<file path="config.mk">
export PLATFORM = sky130hd
export DESIGN_NAME = fetch_top
export DESIGN_NICKNAME = d
export VERILOG_FILES = /design/src/common/fetch_pkg.sv /design/src/redirect_arbiter.sv /design/src/fetch_pc/fetch_pc.sv /design/src/fetch_pc/next_pc_predictor.sv /design/src/fetch_pc/predecoder.sv /design/src/inst_rom.sv /design/src/fetch_queue.sv /design/src/fetch_top.sv
export SDC_FILE = /design/constraint.sdc
export NUM_CORES = 1
export LEC_CHECK = 0
export BUFFER_PORTS_ARGS = -buffer_cell sky130_fd_sc_hd__buf_2
export CORE_ASPECT_RATIO = 1.2
export CORE_UTILIZATION = 40
export DETAILED_ROUTE_END_ITERATION = 12
export GPL_ROUTABILITY_DRIVEN = 0
export GPL_TIMING_DRIVEN = 0
export HOLD_SLACK_MARGIN = 0.03
export MAX_ROUTING_LAYER = met4
export PLACE_DENSITY = 0.6
export SYNTH_ARGS = -nofsm -noshare
export SYNTH_HDL_FRONTEND = slang
export SYNTH_HIERARCHICAL = 1
export SYNTH_SLANG_ARGS = --single-unit
</file>
<file path="constraint.sdc">
create_clock -name clk -period 6.59 [get_ports clk]
set_input_delay 0.659 -clock clk [delete_from_list [all_inputs] [get_ports clk]]
set_output_delay 0.659 -clock clk [all_outputs]
set_load 0.02 [all_outputs]
</file>
<file path="src/bench/fetch_prog.hex">
// One 32-bit instruction word per line in hex
// Word 0 sits at the reset pc, later words follow at pc + 4
02800c0c
0280100d
50000c00
0280140e
0280180f
00150010
54000800
00150011
00150012
02bffc13
03400000
0280041a
53ffd3ff
03400000

</file>
<file path="src/common/fetch_pkg.sv">
package fetch_pkg;

    //////////////////////////////////////////////////
    // Basic widths
    //////////////////////////////////////////////////
    typedef logic [31:0] addr_t;
    typedef logic [31:0] inst_t;
    // Bit 7 marks a valid exception, bits 6..0 carry the code
    typedef logic [7:0]  ecode_t;
    typedef logic [1:0]  plv_t;
    typedef logic [5:0]  opcode_t;

    typedef struct packed {
        addr_t  pc;
        inst_t  inst;
        ecode_t ecode;
    } fetch_pkt_t;

    typedef struct packed {
        logic  valid;
        addr_t target;
    } redirect_t;

    //////////////////////////////////////////////////
    // Fetch constants
    //////////////////////////////////////////////////
    localparam addr_t  RESET_PC        = 32'h1c00_0000;
    localparam int     ECODE_VALID_BIT = 7;
    localparam ecode_t ECODE_NONE      = 8'h00;
    // Misaligned fetch address
    localparam ecode_t ECODE_ADEF      = 8'h89;
    // Kernel half of the address space fetched from user level
    localparam ecode_t ECODE_ADEF_PRIV = 8'h88;
    localparam plv_t   PLV_USER        = 2'd3;

    localparam opcode_t OP_B  = 6'b010100;
    localparam opcode_t OP_BL = 6'b010101;

    // Fetch queue sizing
    localparam int FQ_DEPTH       = 4;
    localparam int FQ_PTR_W       = 2;
    localparam int FQ_STALL_LEVEL = 2;
    typedef logic [FQ_PTR_W-1:0] fq_ptr_t;
    typedef logic [FQ_PTR_W:0]   fq_cnt_t;

    // BTB: index from pc[4:2], tag from pc[31:5]
    localparam int BTB_ENTRIES = 8;
    localparam int BTB_IDX_W   = 3;
    localparam int BTB_TAG_W   = 32 - BTB_IDX_W - 2;
    typedef logic [BTB_IDX_W-1:0] btb_idx_t;
    typedef logic [BTB_TAG_W-1:0] btb_tag_t;

    localparam int ROM_WORDS = 64;
    localparam int ROM_IDX_W = 6;
    typedef logic [ROM_IDX_W-1:0] rom_idx_t;

endpackage

</file>
<file path="src/redirect_arbiter.sv">
`timescale 1ns/10ps

module redirect_arbiter
    import fetch_pkg::*;
(
    input  logic      clk,
    input  logic      rstn,
    input  logic      era_en,
    input  addr_t     era_pc,
    input  logic      eentry_en,
    input  addr_t     eentry_pc,
    input  logic      csr_flush,
    input  addr_t     csr_flush_pc,
    input  logic      br_taken,
    input  addr_t     br_target,
    output redirect_t be_redirect
);

    typedef enum logic [2:0] {
        SRC_NONE,
        SRC_ERA,
        SRC_EENTRY,
        SRC_CSR,
        SRC_BR
    } redirect_src_e;

    redirect_src_e src;

    // Fixed priority, exception return first
    always_comb begin
        if (era_en) begin
            src = SRC_ERA;
        end else if (eentry_en) begin
            src = SRC_EENTRY;
        end else if (csr_flush) begin
            src = SRC_CSR;
        end else if (br_taken) begin
            src = SRC_BR;
        end else begin
            src = SRC_NONE;
        end
    end

    always_comb begin
        be_redirect.valid = (src != SRC_NONE);
        case (src)
            SRC_ERA:    be_redirect.target = era_pc;
            SRC_EENTRY: be_redirect.target = eentry_pc;
            SRC_CSR:    be_redirect.target = csr_flush_pc;
            SRC_BR:     be_redirect.target = br_target;
            default:    be_redirect.target = '0;
        endcase
    end

endmodule

</file>
<file path="src/fetch_pc/fetch_pc.sv">
`timescale 1ns/10ps

module fetch_pc
    import fetch_pkg::*;
(
    input  logic      clk,
    input  logic      rstn,
    input  redirect_t be_redirect,
    input  redirect_t pd_redirect,
    input  addr_t     pc_predict,
    input  logic      fq_stall,
    input  plv_t      plv,
    output addr_t     pc_if1,
    output logic      if1_valid,
    output ecode_t    if1_ecode
);

    logic started_q;

    // Low for the first cycle out of reset
    always_ff @(posedge clk) begin
        if (!rstn) begin
            started_q <= 1'b0;
        end else begin
            started_q <= 1'b1;
        end
    end

    //////////////////////////////////////////////////
    // PC register
    //////////////////////////////////////////////////
    // Back-end redirect, then predecoder, then stall, then BTB/sequential
    always_ff @(posedge clk) begin
        if (!rstn) begin
            pc_if1 <= RESET_PC;
        end else if (be_redirect.valid) begin
            pc_if1 <= be_redirect.target;
        end else if (pd_redirect.valid) begin
            pc_if1 <= pd_redirect.target;
        end else if (!fq_stall && started_q) begin
            pc_if1 <= pc_predict;
        end
    end

    // Hold RESET_PC until it has been fetched once
    assign if1_valid = started_q & ~fq_stall
                     & ~be_redirect.valid & ~pd_redirect.valid;

    //////////////////////////////////////////////////
    // Fetch exception
    //////////////////////////////////////////////////
    always_comb begin
        if (pc_if1[1:0] != 2'b00) begin
            if1_ecode = ECODE_ADEF;
        end else if (pc_if1[31] && plv == PLV_USER) begin
            if1_ecode = ECODE_ADEF_PRIV;
        end else begin
            if1_ecode = ECODE_NONE;
        end
    end

endmodule

</file>
<file path="src/fetch_pc/next_pc_predictor.sv">
`timescale 1ns/10ps

module next_pc_predictor
    import fetch_pkg::*;
(
    input  logic  clk,
    input  logic  rstn,
    input  addr_t pc_if1,
    input  logic  br_taken,
    input  addr_t br_pc,
    input  addr_t br_target,
    output addr_t pc_predict
);

    btb_tag_t               tag_q    [BTB_ENTRIES];
    addr_t                  target_q [BTB_ENTRIES];
    logic [BTB_ENTRIES-1:0] valid_q;
    btb_idx_t               rd_idx;
    btb_idx_t               wr_idx;
    logic                   hit;

    assign rd_idx = pc_if1[BTB_IDX_W+1:2];
    assign wr_idx = br_pc[BTB_IDX_W+1:2];

    //////////////////////////////////////////////////
    // Lookup
    //////////////////////////////////////////////////
    assign hit        = valid_q[rd_idx] && (tag_q[rd_idx] == pc_if1[31:BTB_IDX_W+2]);
    assign pc_predict = hit ? target_q[rd_idx] : pc_if1 + 32'd4;

    //////////////////////////////////////////////////
    // Update from taken back-end branches
    //////////////////////////////////////////////////
    always_ff @(posedge clk) begin
        if (!rstn) begin
            valid_q <= '0;
        end else if (br_taken) begin
            valid_q[wr_idx] <= 1'b1;
        end
    end

    // Same-index entry is simply overwritten
    always_ff @(posedge clk) begin
        if (br_taken) begin
            tag_q[wr_idx]    <= br_pc[31:BTB_IDX_W+2];
            target_q[wr_idx] <= br_target;
        end
    end

endmodule

</file>
<file path="src/fetch_pc/predecoder.sv">
`timescale 1ns/10ps

module predecoder
    import fetch_pkg::*;
(
    input  fetch_pkt_t if2_pkt,
    input  logic       if2_valid,
    input  addr_t      pc_if1,
    output redirect_t  pd_redirect
);

    opcode_t     opcode;
    logic [25:0] offs26;
    addr_t       br_target;
    logic        is_direct_br;
    logic        pkt_ok;

    assign opcode = if2_pkt.inst[31:26];

    // B/BL split offset: offs[15:0] in inst[25:10], offs[25:16] in inst[9:0]
    assign offs26 = {if2_pkt.inst[9:0], if2_pkt.inst[25:10]};

    assign br_target = if2_pkt.pc + {{4{offs26[25]}}, offs26, 2'b00};

    assign is_direct_br = (opcode == OP_B) || (opcode == OP_BL);

    // Faulting packets carry a zero word, but gate on the ecode anyway
    assign pkt_ok = if2_valid && !if2_pkt.ecode[ECODE_VALID_BIT];

    //////////////////////////////////////////////////
    // Redirect only when IF1 went the wrong way
    //////////////////////////////////////////////////
    assign pd_redirect.valid  = pkt_ok && is_direct_br && (br_target != pc_if1);
    assign pd_redirect.target = br_target;

endmodule

</file>
<file path="src/inst_rom.sv">
`timescale 1ns/10ps

module inst_rom
    import fetch_pkg::*;
(
    input  logic       clk,
    input  logic       rstn,
    input  addr_t      pc_if1,
    input  logic       if1_valid,
    input  ecode_t     if1_ecode,
    input  redirect_t  be_redirect,
    output fetch_pkt_t if2_pkt,
    output logic       if2_valid
);

    inst_t    rom [ROM_WORDS];
    rom_idx_t rom_idx;

    initial begin
        $readmemh("/design/src/bench/fetch_prog.hex", rom);
    end

    // Word index relative to the reset vector, wraps every 256 bytes
    assign rom_idx = rom_idx_t'((pc_if1 - RESET_PC) >> 2);

    always_ff @(posedge clk) begin
        if (if1_valid) begin
            if2_pkt.pc    <= pc_if1;
            if2_pkt.inst  <= if1_ecode[ECODE_VALID_BIT] ? '0 : rom[rom_idx];
            if2_pkt.ecode <= if1_ecode;
        end
    end

    // Back-end redirect kills whatever IF1 holds
    always_ff @(posedge clk) begin
        if (!rstn) begin
            if2_valid <= 1'b0;
        end else if (be_redirect.valid) begin
            if2_valid <= 1'b0;
        end else begin
            if2_valid <= if1_valid;
        end
    end

endmodule

</file>
<file path="src/fetch_queue.sv">
`timescale 1ns/10ps

module fetch_queue
    import fetch_pkg::*;
(
    input  logic       clk,
    input  logic       rstn,
    input  fetch_pkt_t if2_pkt,
    input  logic       if2_valid,
    input  redirect_t  be_redirect,
    output logic       fq_stall,
    output fetch_pkt_t inst_pkt,
    output logic       inst_req,
    input  logic       inst_ack
);

    typedef enum logic [1:0] {
        HS_IDLE,
        HS_REQ,
        HS_WAIT_ACK_LOW
    } hs_state_e;

    fetch_pkt_t buf_q [FQ_DEPTH];
    fq_ptr_t    wr_ptr;
    fq_ptr_t    rd_ptr;
    fq_ptr_t    rd_ptr_next;
    fq_cnt_t    count;
    fq_cnt_t    count_next;
    hs_state_e  state;
    logic       flush;
    logic       wr_en;
    logic       pop;
    logic       keep_head;
    logic       can_req;

    assign flush     = be_redirect.valid;
    assign wr_en     = if2_valid & ~flush;
    assign pop       = (state == HS_REQ) & inst_ack;
    // Head already offered but not yet acked survives a flush
    assign keep_head = (state == HS_REQ) & ~inst_ack;
    assign can_req   = (count != '0) & ~flush;

    assign rd_ptr_next = rd_ptr + fq_ptr_t'(pop);

    always_comb begin
        if (flush) begin
            count_next = keep_head ? fq_cnt_t'(1) : '0;
        end else begin
            count_next = count + fq_cnt_t'(wr_en) - fq_cnt_t'(pop);
        end
    end

    //////////////////////////////////////////////////
    // Storage and pointers
    //////////////////////////////////////////////////
    always_ff @(posedge clk) begin
        if (wr_en) begin
            buf_q[wr_ptr] <= if2_pkt;
        end
    end

    always_ff @(posedge clk) begin
        if (!rstn) begin
            wr_ptr <= '0;
            rd_ptr <= '0;
            count  <= '0;
        end else begin
            rd_ptr <= rd_ptr_next;
            count  <= count_next;
            if (flush) begin
                wr_ptr <= rd_ptr_next + fq_ptr_t'(keep_head);
            end else if (wr_en) begin
                wr_ptr <= wr_ptr + 1'b1;
            end
        end
    end

    //////////////////////////////////////////////////
    // Four-phase output handshake
    //////////////////////////////////////////////////
    always_ff @(posedge clk) begin
        if (!rstn) begin
            state <= HS_IDLE;
        end else begin
            case (state)
                HS_IDLE:         if (can_req) state <= HS_REQ;
                HS_REQ:          if (inst_ack) state <= HS_WAIT_ACK_LOW;
                HS_WAIT_ACK_LOW: if (!inst_ack) state <= can_req ? HS_REQ : HS_IDLE;
                default:         state <= HS_IDLE;
            endcase
        end
    end

    assign inst_req = (state == HS_REQ);
    assign inst_pkt = buf_q[rd_ptr];

    // Leaves room for the two packets still in IF1/IF2
    assign fq_stall = (count >= fq_cnt_t'(FQ_STALL_LEVEL));

endmodule

</file>
<file path="src/fetch_top.sv">
`timescale 1ns/10ps

module fetch_top
    import fetch_pkg::*;
(
    input  logic       clk,
    input  logic       rstn,
    input  logic       era_en,
    input  addr_t      era_pc,
    input  logic       eentry_en,
    input  addr_t      eentry_pc,
    input  logic       csr_flush,
    input  addr_t      csr_flush_pc,
    input  logic       br_taken,
    input  addr_t      br_pc,
    input  addr_t      br_target,
    input  plv_t       plv,
    output fetch_pkt_t inst_pkt,
    output logic       inst_req,
    input  logic       inst_ack
);

    redirect_t  be_redirect;
    redirect_t  pd_redirect;
    addr_t      pc_predict;
    addr_t      pc_if1;
    logic       if1_valid;
    ecode_t     if1_ecode;
    fetch_pkt_t if2_pkt;
    logic       if2_valid;
    logic       fq_stall;

    redirect_arbiter u_redirect_arbiter (
        .clk(clk), .rstn(rstn),
        .era_en(era_en), .era_pc(era_pc),
        .eentry_en(eentry_en), .eentry_pc(eentry_pc),
        .csr_flush(csr_flush), .csr_flush_pc(csr_flush_pc),
        .br_taken(br_taken), .br_target(br_target),
        .be_redirect(be_redirect)
    );

    fetch_pc u_fetch_pc (
        .clk(clk), .rstn(rstn),
        .be_redirect(be_redirect), .pd_redirect(pd_redirect),
        .pc_predict(pc_predict), .fq_stall(fq_stall), .plv(plv),
        .pc_if1(pc_if1), .if1_valid(if1_valid), .if1_ecode(if1_ecode)
    );

    next_pc_predictor u_next_pc_predictor (
        .clk(clk), .rstn(rstn), .pc_if1(pc_if1),
        .br_taken(br_taken), .br_pc(br_pc), .br_target(br_target),
        .pc_predict(pc_predict)
    );

    inst_rom u_inst_rom (
        .clk(clk), .rstn(rstn),
        .pc_if1(pc_if1), .if1_valid(if1_valid), .if1_ecode(if1_ecode),
        .be_redirect(be_redirect),
        .if2_pkt(if2_pkt), .if2_valid(if2_valid)
    );

    predecoder u_predecoder (
        .if2_pkt(if2_pkt), .if2_valid(if2_valid), .pc_if1(pc_if1),
        .pd_redirect(pd_redirect)
    );

    fetch_queue u_fetch_queue (
        .clk(clk), .rstn(rstn),
        .if2_pkt(if2_pkt), .if2_valid(if2_valid), .be_redirect(be_redirect),
        .fq_stall(fq_stall),
        .inst_pkt(inst_pkt), .inst_req(inst_req), .inst_ack(inst_ack)
    );

endmodule

</file>
==> results of run 1 <==
[sequential cells by signal (all words and copies together), names as in the netlist]
signal,count
u_fetch_pc/pc_if1,32
u_fetch_pc/started_q,1
u_fetch_queue/buf_q,288
u_fetch_queue/count,3
u_fetch_queue/rd_ptr,2
u_fetch_queue/state,2
u_fetch_queue/wr_ptr,2
u_inst_rom/if2_pkt,40
u_inst_rom/if2_valid,1
u_next_pc_predictor/tag_q,216
u_next_pc_predictor/target_q,256
u_next_pc_predictor/valid_q,8
[worst max-delay path by stage]
stage,endpoint,slack [ns]
3_5_place_dp,u_fetch_pc/pc_if1[15]$_SDFFE_PN0P_,0.66
5_1_grt,u_fetch_pc/pc_if1[15]$_SDFFE_PN0P_,0.50
4_1_cts,u_fetch_pc/pc_if1[15]$_SDFFE_PN0P_,0.63
6_report,u_fetch_pc/pc_if1[15]$_SDFFE_PN0P_,0.56
3_3_place_gp,u_next_pc_predictor/tag_q[1][13]$_DFFE_PP_,-3.63
2_1_floorplan,u_next_pc_predictor/tag_q[0][0]$_DFFE_PP_,1.13
[kinds of logic (layout without fill, tap and decap cells)]
| logic type | Yosys count | after routing | share of synthesized area |
|---|---|---|---|
| AOI/OAI and AO/OA | 344 | 344 | 0.07296 |
| xor gates and xnor gates | 111 | 111 | 0.02673 |
| adders and majority gates | 39 | 39 | 0.01347 |
| buffers and inverters | 183 | 619 | 0.03256 |
| DFF | 851 | 851 | 0.6705 |
| muxes | 235 | 235 | 0.1235 |
| other | 2 | 41 | 0.0002011 |
| and+or+nand+nor | 399 | 399 | 0.06003 |
[layout make-up]
type	count	area [um^2]
Clock buffer	102	2255
Antenna cell	4	10.01
Timing Repair Buffer	276	1831
Tap cell	1240	1551
Multi-Input combinational cell	1165	11290
Sequential cell	851	25040
Buffer	164	1145
Fill cell	7907	48640
Clock inverter	58	511.7
Inverter	19	71.32
[cells in the mapped netlist, drive strengths merged, types with 43 or more instances]
cell | n | area [um^2]
buf | 126 | 994.7
nand2 | 92 | 347.8
dfxtp | 51 | 1021
edfxtp | 800 | 24020
mux4 | 180 | 4054
nor2b | 70 | 437.9
xnor2 | 50 | 437.9
o21ai | 60 | 307.8
and2 | 43 | 270.3
xor2 | 61 | 560.6
a21oi | 68 | 359.1
mux2i | 51 | 510.5
[critical path, stage by stage, from the launching register on]
cell and delay (ns):
dfxtp_1 0.52, buf_2 0.35, buf_2 0.34, buf_2 0.36
clkbuf_1 0.68, mux4_2 0.42, mux2i_1 0.24, xor2_1 0.23
nand4b_1 0.11, or4_1 0.51, buf_2 0.23, clkbuf_1 0.37
a211oi_1 0.71, a21oi_1 0.10, and2b_1 0.20, a211o_1 0.26
a32o_1 0.24
[metal layers]
layer / part of all wire / routed length (um) / vias to the layer above
li1: - / - / 9431
met1: 0.39 / 38850 / 11030
met2: 0.52 / 51680 / 720
met3: 0.051 / 4987 / 155
met4: 0.032 / 3167 / 0
met5: 0 / 0 / -
[power by group through the flow]
stage	sequential [uW]	clock [uW]	combinational [uW]
2_1_floorplan	6190	0	645
3_3_place_gp	6240	0	958
3_5_place_dp	6230	0	994
4_1_cts	6120	4870	998
5_1_grt	6120	5080	1090
6_report	6120	4780	1020
[metrics by stage]
stage | instances | instance area (um^2) | setup WS (ns) | utilization | setup TNS (ns)
2_1_floorplan | 2199 | 37480 | 1.134 | - | 0
3_3_place_gp | 3677 | 40220 | -3.628 | 0.4356 | -565.82
3_5_place_dp | 3715 | 40930 | 0.6606 | 0.4432 | 0
4_1_cts | 3875 | 43700 | 0.6339 | 0.4732 | 0
5_1_grt | 3879 | 43710 | 0.4965 | 0.4733 | 0
6_report | 3879 | 43710 | 0.5594 | 0.4733 | 0
==> flow_metrics.tcl, run 1 <==
set metrics [dict create \
    hpwl_mm 71.82 \
    hold_viol 0 \
    min_path_cells 1 \
    rsz0062_at_grt "false" \
    synthArstFlopShare 0 \
    p_leak_uw 0.01454 \
    area_growth_pct 17.03 \
    total_power_uw 11920 \
    power_frac_clock 0.401 \
    start_util 0.4044 \
    combPwrFrac 0.086 \
    grt_use_met2 0.3764 \
    switchingPower_uw 2762 \
    max_freq_mhz 165.8 \
    grt_max_degree 52 \
    vias 21330 \
    drive_gt1_frac 0.2983 \
    antenna_found_initial 9 \
    overflow 0 \
    cap_violations 0 \
    final_cell_mix "edfxtp_1 (800), buf_2 (276), mux4_2 (180)" \
    drv_slew 0 \
    htreeDepth 3 \
    startpoint_type "register" \
    grt_pass1_vias 21810 \
    cts_root_buffer "clkbuf_16" \
    io_buffers 238 \
    period_share 0.9151 \
    synth_edf_count 800 \
    end_kind "register" \
    synth_cells 2164 \
    synth.cell_area_um2 37350 \
    ctsResizeCount 0 \
    yosys_warnings 6 \
    holdPathEnd "u_next_pc_predictor/tag_q[0][4]$_DFFE_PP_" \
    p_sw_frac 0.2317 \
    crit_path_max_fanout 10 \
    row_count 122 \
    die-area_um2 94600 \
    ctsLongestPathBuffers 3 \
    min_period_ns 6.031 \
    powerDensity_nw_per_um2 272.7 \
    yosysSeqAreaShare 0.6705 \
    ys.flop_type "edfxtp_1" \
    cts_hold_buffers 0 \
    intPower_uw 9158 \
    critPathLaunch "u_fetch_pc/pc_if1[4]$_SDFFE_PN0P_" \
    pin_count 242 \
    cts_sinks 851 \
    layout_commonest_cell "edfxtp_1" \
    holdWs_ns 0.2771 \
    cts_buffers 86 \
    ys_types 95 \
    fin_nets 2771 \
    detail_route.first_pass.iterations 5 \
    skew_ns 0.02583 \
    avgSynthCellArea_um2 17.26 \
    crit_type "reg -> reg" \
    die_h_um 336.7 \
    use_met3 0.02730 \
    worstReg2RegStart "u_fetch_pc/pc_if1[4]$_SDFFE_PN0P_" \
    use_met1 0.2589 \
    r2r_end "u_fetch_pc/pc_if1[15]$_SDFFE_PN0P_" \
    hp-start "br_pc[9]" \
    max-vdd-ir-drop_mv 0.1763 \
    clkLatencyLatePin_ns 0.66 \
    avgRoutedWirePerCell_um 25.44 \
    seqPwrFrac 0.513 \
    clk_pin_slew_ns 0.07 \
    drc 0 \
    status "finished clean" \
    reg2reg_depth 16 \
    grt.total_usage 0.2164 \
    grt_pass1_wl_mm 144.6 \
    worst_pin_slew_ns 1.112 \
    r2r_slack_ns 0.56 \
    setup_violations 0 \
    grt-busiest-layer "met2" \
    cts_tree "done" \
    die_x_um 280.9 \
    required_ns 7.14 \
    cts_setup_buffers 0 \
    viasPerCell 5.499 \
    arrival_ns 6.58 \
    max-slew-margin-rel 0.2585 \
    ant_nets 0 \
    hp-class "in -> reg" \
    ys_ff_latch 851 \
    placeableCoreArea_um2 92350 \
    wirelength_mm 98.68 \
    drt_iter0_markers 1644 \
]
Power figures use the tool's default switching activity.
==> run 2, diff against run 1 <==
--- a/config.mk
+++ b/config.mk
@@ -5,6 +5,7 @@
 export SDC_FILE = /design/constraint.sdc
 export NUM_CORES = 1
 export LEC_CHECK = 0
+export ABC_AREA = 1
 export BUFFER_PORTS_ARGS = -buffer_cell sky130_fd_sc_hd__buf_2
 export CORE_ASPECT_RATIO = 1.2
 export CORE_UTILIZATION = 40
@@ -13,7 +14,7 @@
 export GPL_TIMING_DRIVEN = 0
 export HOLD_SLACK_MARGIN = 0.03
 export MAX_ROUTING_LAYER = met4
-export PLACE_DENSITY = 0.6
+export PLACE_DENSITY = 0.59
 export SYNTH_ARGS = -nofsm -noshare
 export SYNTH_HDL_FRONTEND = slang
 export SYNTH_HIERARCHICAL = 1
==> flow_metrics.tcl, run 2 <==
set metrics [dict create \
    min_period_ns 4.063 \
    synth_edf_count 800 \
    setup_violations 0 \
    cp_num_buf_inv 6 \
    synthArstFlopShare 0 \
    die-area_um2 102800 \
    fin_nets 4828 \
    yosysMostFrequentCell "nand2_1" \
    ctsResizeCount 0 \
    synthTopCellsByArea "edfxtp_1 (59%), nand2_1 (11%), inv_1 (4.6%)" \
    drive_gt1_frac 0.1411 \
    die_x_um 292.9 \
    die_h_um 351.1 \
    io_buffers 238 \
    hp-start "br_pc[24]" \
    drv_slew 0 \
    ys_ff_latch 851 \
    required_ns 7.19 \
    clkLatencyLatePin_ns 0.66 \
    rsz0062_at_grt "false" \
    cts_root_buffer "clkbuf_16" \
    grt_max_degree 28 \
    cts_setup_buffers 0 \
    wirelength_mm 128.7 \
    hp-class "in -> reg" \
    overflow 0 \
    grt.total_usage 0.2549 \
    p_leak_uw 0.01982 \
    p_sw_frac 0.2525 \
    cpPeakStageDelay_ns 0.70 \
    skew_ns 0.03517 \
    intPower_uw 9106 \
    clk_pin_slew_ns 0.06 \
    antenna_found_initial 2 \
    final_cell_mix "nand2_1 (1,187), edfxtp_1 (800), inv_1 (497)" \
    ctsLongestPathBuffers 3 \
    cp_slowest_cell "dfxtp_1" \
    viasPerCell 5.121 \
    arrival_ns 4.66 \
    yosysSeqAreaShare 0.6166 \
    largest_reg_flops 288 \
    fill_cells 9369 \
    max-slew-margin-rel 0.3848 \
    max_freq_mhz 246.2 \
    critPathLaunch "u_fetch_pc/pc_if1[2]$_SDFFE_PN0P_" \
    powerDensity_nw_per_um2 258.9 \
    vias 30940 \
    grt_pass1_vias 29350 \
    ant_nets 0 \
    drt_iter0_markers 2986 \
    end_kind "register" \
    place_area_um2 44340 \
    synth_top_area_cell "edfxtp_1" \
    cts_sinks 851 \
    synth_top_cells_by_count "nand2_1 (1,187), edfxtp_1 (800), inv_1 (497), nor2_1 (452), nand3_1 (333)" \
    drc 0 \
    avgSynthCellArea_um2 9.606 \
    avgRoutedWirePerCell_um 21.31 \
    hold_viol 0 \
    top_regs "u_fetch_queue/buf_q x288, u_next_pc_predictor/target_q x256, u_next_pc_predictor/tag_q x216" \
    ys_types 49 \
    cts_buffers 86 \
    regMostFlops "u_fetch_queue/buf_q" \
    worst_slack_ns 2.528 \
    cts_hold_buffers 0 \
    worst_pin_slew_ns 0.9207 \
    seqPwrFrac 0.502 \
    start_util 0.4051 \
    path_common_cell "nand2_1" \
    startpoint_type "register" \
    synth_cells 4228 \
    yosys_warnings 6 \
    crit_type "reg -> reg" \
    layout_commonest_cell "nand2_1" \
    detail_route.first_pass.iterations 6 \
    switchingPower_uw 3076 \
    synth.cell_area_um2 40610 \
    cts_tree "done" \
    ys.flop_type "edfxtp_1" \
    max-vdd-ir-drop_mv 0.1762 \
    place_ws_ns 2.184 \
    status "finished clean" \
    crit_path_max_fanout 10 \
    placeableCoreArea_um2 100300 \
    critPathTopFamily "buffers and inverters" \
    power_frac_clock 0.390 \
    htreeDepth 3 \
    hpwl_mm 93.20 \
    combPwrFrac 0.108 \
    grt_pass1_wl_mm 187.4 \
    worstReg2RegStart "u_fetch_pc/pc_if1[2]$_SDFFE_PN0P_" \
    cap_violations 0 \
    pin_count 242 \
    period_share 0.6165 \
    total_power_uw 12180 \
    postLayoutCellArea_um2 47060 \
    area_growth_pct 15.86 \
    row_count 127 \
    crit_chain "buf_4 -> buf_6 -> buf_2 -> buf_2 -> clkbuf_1 -> a21oi_1 -> a32o_1 -> a221oi_1 -> nand2_1 -> nand2_1 -> inv_1 -> nand2_1 -> nand2_1 -> nor2_1 -> nor2_1 -> nor2_1" \
    yosysTopAreaCellShare 0.5915 \
]
## run 2: cell families (layout without fill, tap and decap cells)
logic type                 count (synthesis)  after routing  share of synthesized area
AOI/OAI and AO/OA                        473            473                    0.06728
xor gates and xnor gates                  33             33                   0.007486
adders and majority gates                 39             39                    0.01238
buffers and inverters                    728           1151                    0.08056
DFF                                      851            851                     0.6166
other                                      2             39                  0.0001849
and+or+nand+nor                         2102           2102                     0.2155
## run 2: worst reg2reg max path, stage by stage (launching register included)
cell and delay (ns):
dfxtp_1 0.70, buf_4 0.28, buf_6 0.15, buf_2 0.31
buf_2 0.36, clkbuf_1 0.55, a21oi_1 0.14, a32o_1 0.24
a221oi_1 0.62, nand2_1 0.20, nand2_1 0.11, inv_1 0.04
nand2_1 0.05, nand2_1 0.05, nor2_1 0.10, nor2_1 0.05
nor2_1 0.07
## run 2: path summary, 6_finish.rpt
check / end / slack (ns) / cells after the start
worst min-delay path: u_next_pc_predictor/tag_q[1][19]$_DFFE_PP_ / 0.28 / 1
worst min register to register: u_next_pc_predictor/valid_q[6]$_SDFFE_PN0P_ / 0.47 / 2
worst max-delay path: u_fetch_pc/pc_if1[24]$_SDFFE_PN0P_ / 2.53 / 16
worst max register to register: u_fetch_pc/pc_if1[24]$_SDFFE_PN0P_ / 2.53 / 16
## run 2: area by class of cell
class / count / area [um^2] / area share
flip-flops and latches: 851 / 25040 / 0.5322
multi-input cells: 2684 / 12520 / 0.2662
clock buffers: 107 / 2252 / 0.04786
inverters: 506 / 1904 / 0.04047
repair buffers: 269 / 1803 / 0.03832
well taps: 1354 / 1694 / 0.03600
plain buffers: 222 / 1368 / 0.02906
clock inverters: 47 / 461.7 / 0.009811
diodes: 2 / 5.005 / 0.0001064
## run 2: power by group through the flow
stage	combinational [uW]	clock, uW	sequential (uW)
final	1320	4750	6120
after floorplan	785	0	6180
after CTS	1260	4830	6110
after global routing	1430	5020	6120
after global placement	1230	0	6240
after detailed placement	1260	0	6230
## run 2: routing by layer
layer / global-route usage / vias to the layer above / share of wire
li1: - / 14810 / -
met4: 0.09435 / 0 / 0.037
met2: 0.4389 / 1291 / 0.50
met5: - / - / 0
met3: 0.03229 / 256 / 0.070
met1: 0.3057 / 14590 / 0.39
## run 2: through the flow
stage          setup TNS [ns]  hold slack (ns)    util  std cells
6_report                    0           0.2754  0.4693       6042
5_1_grt                     0           0.2608  0.4693       6042
4_1_cts                     0           0.2382  0.4693       6040
3_5_place_dp                0           0.4591  0.4422       5886
3_3_place_gp          -795.05           0.4491  0.4351       5855
2_1_floorplan               0           0.4402       -       4263
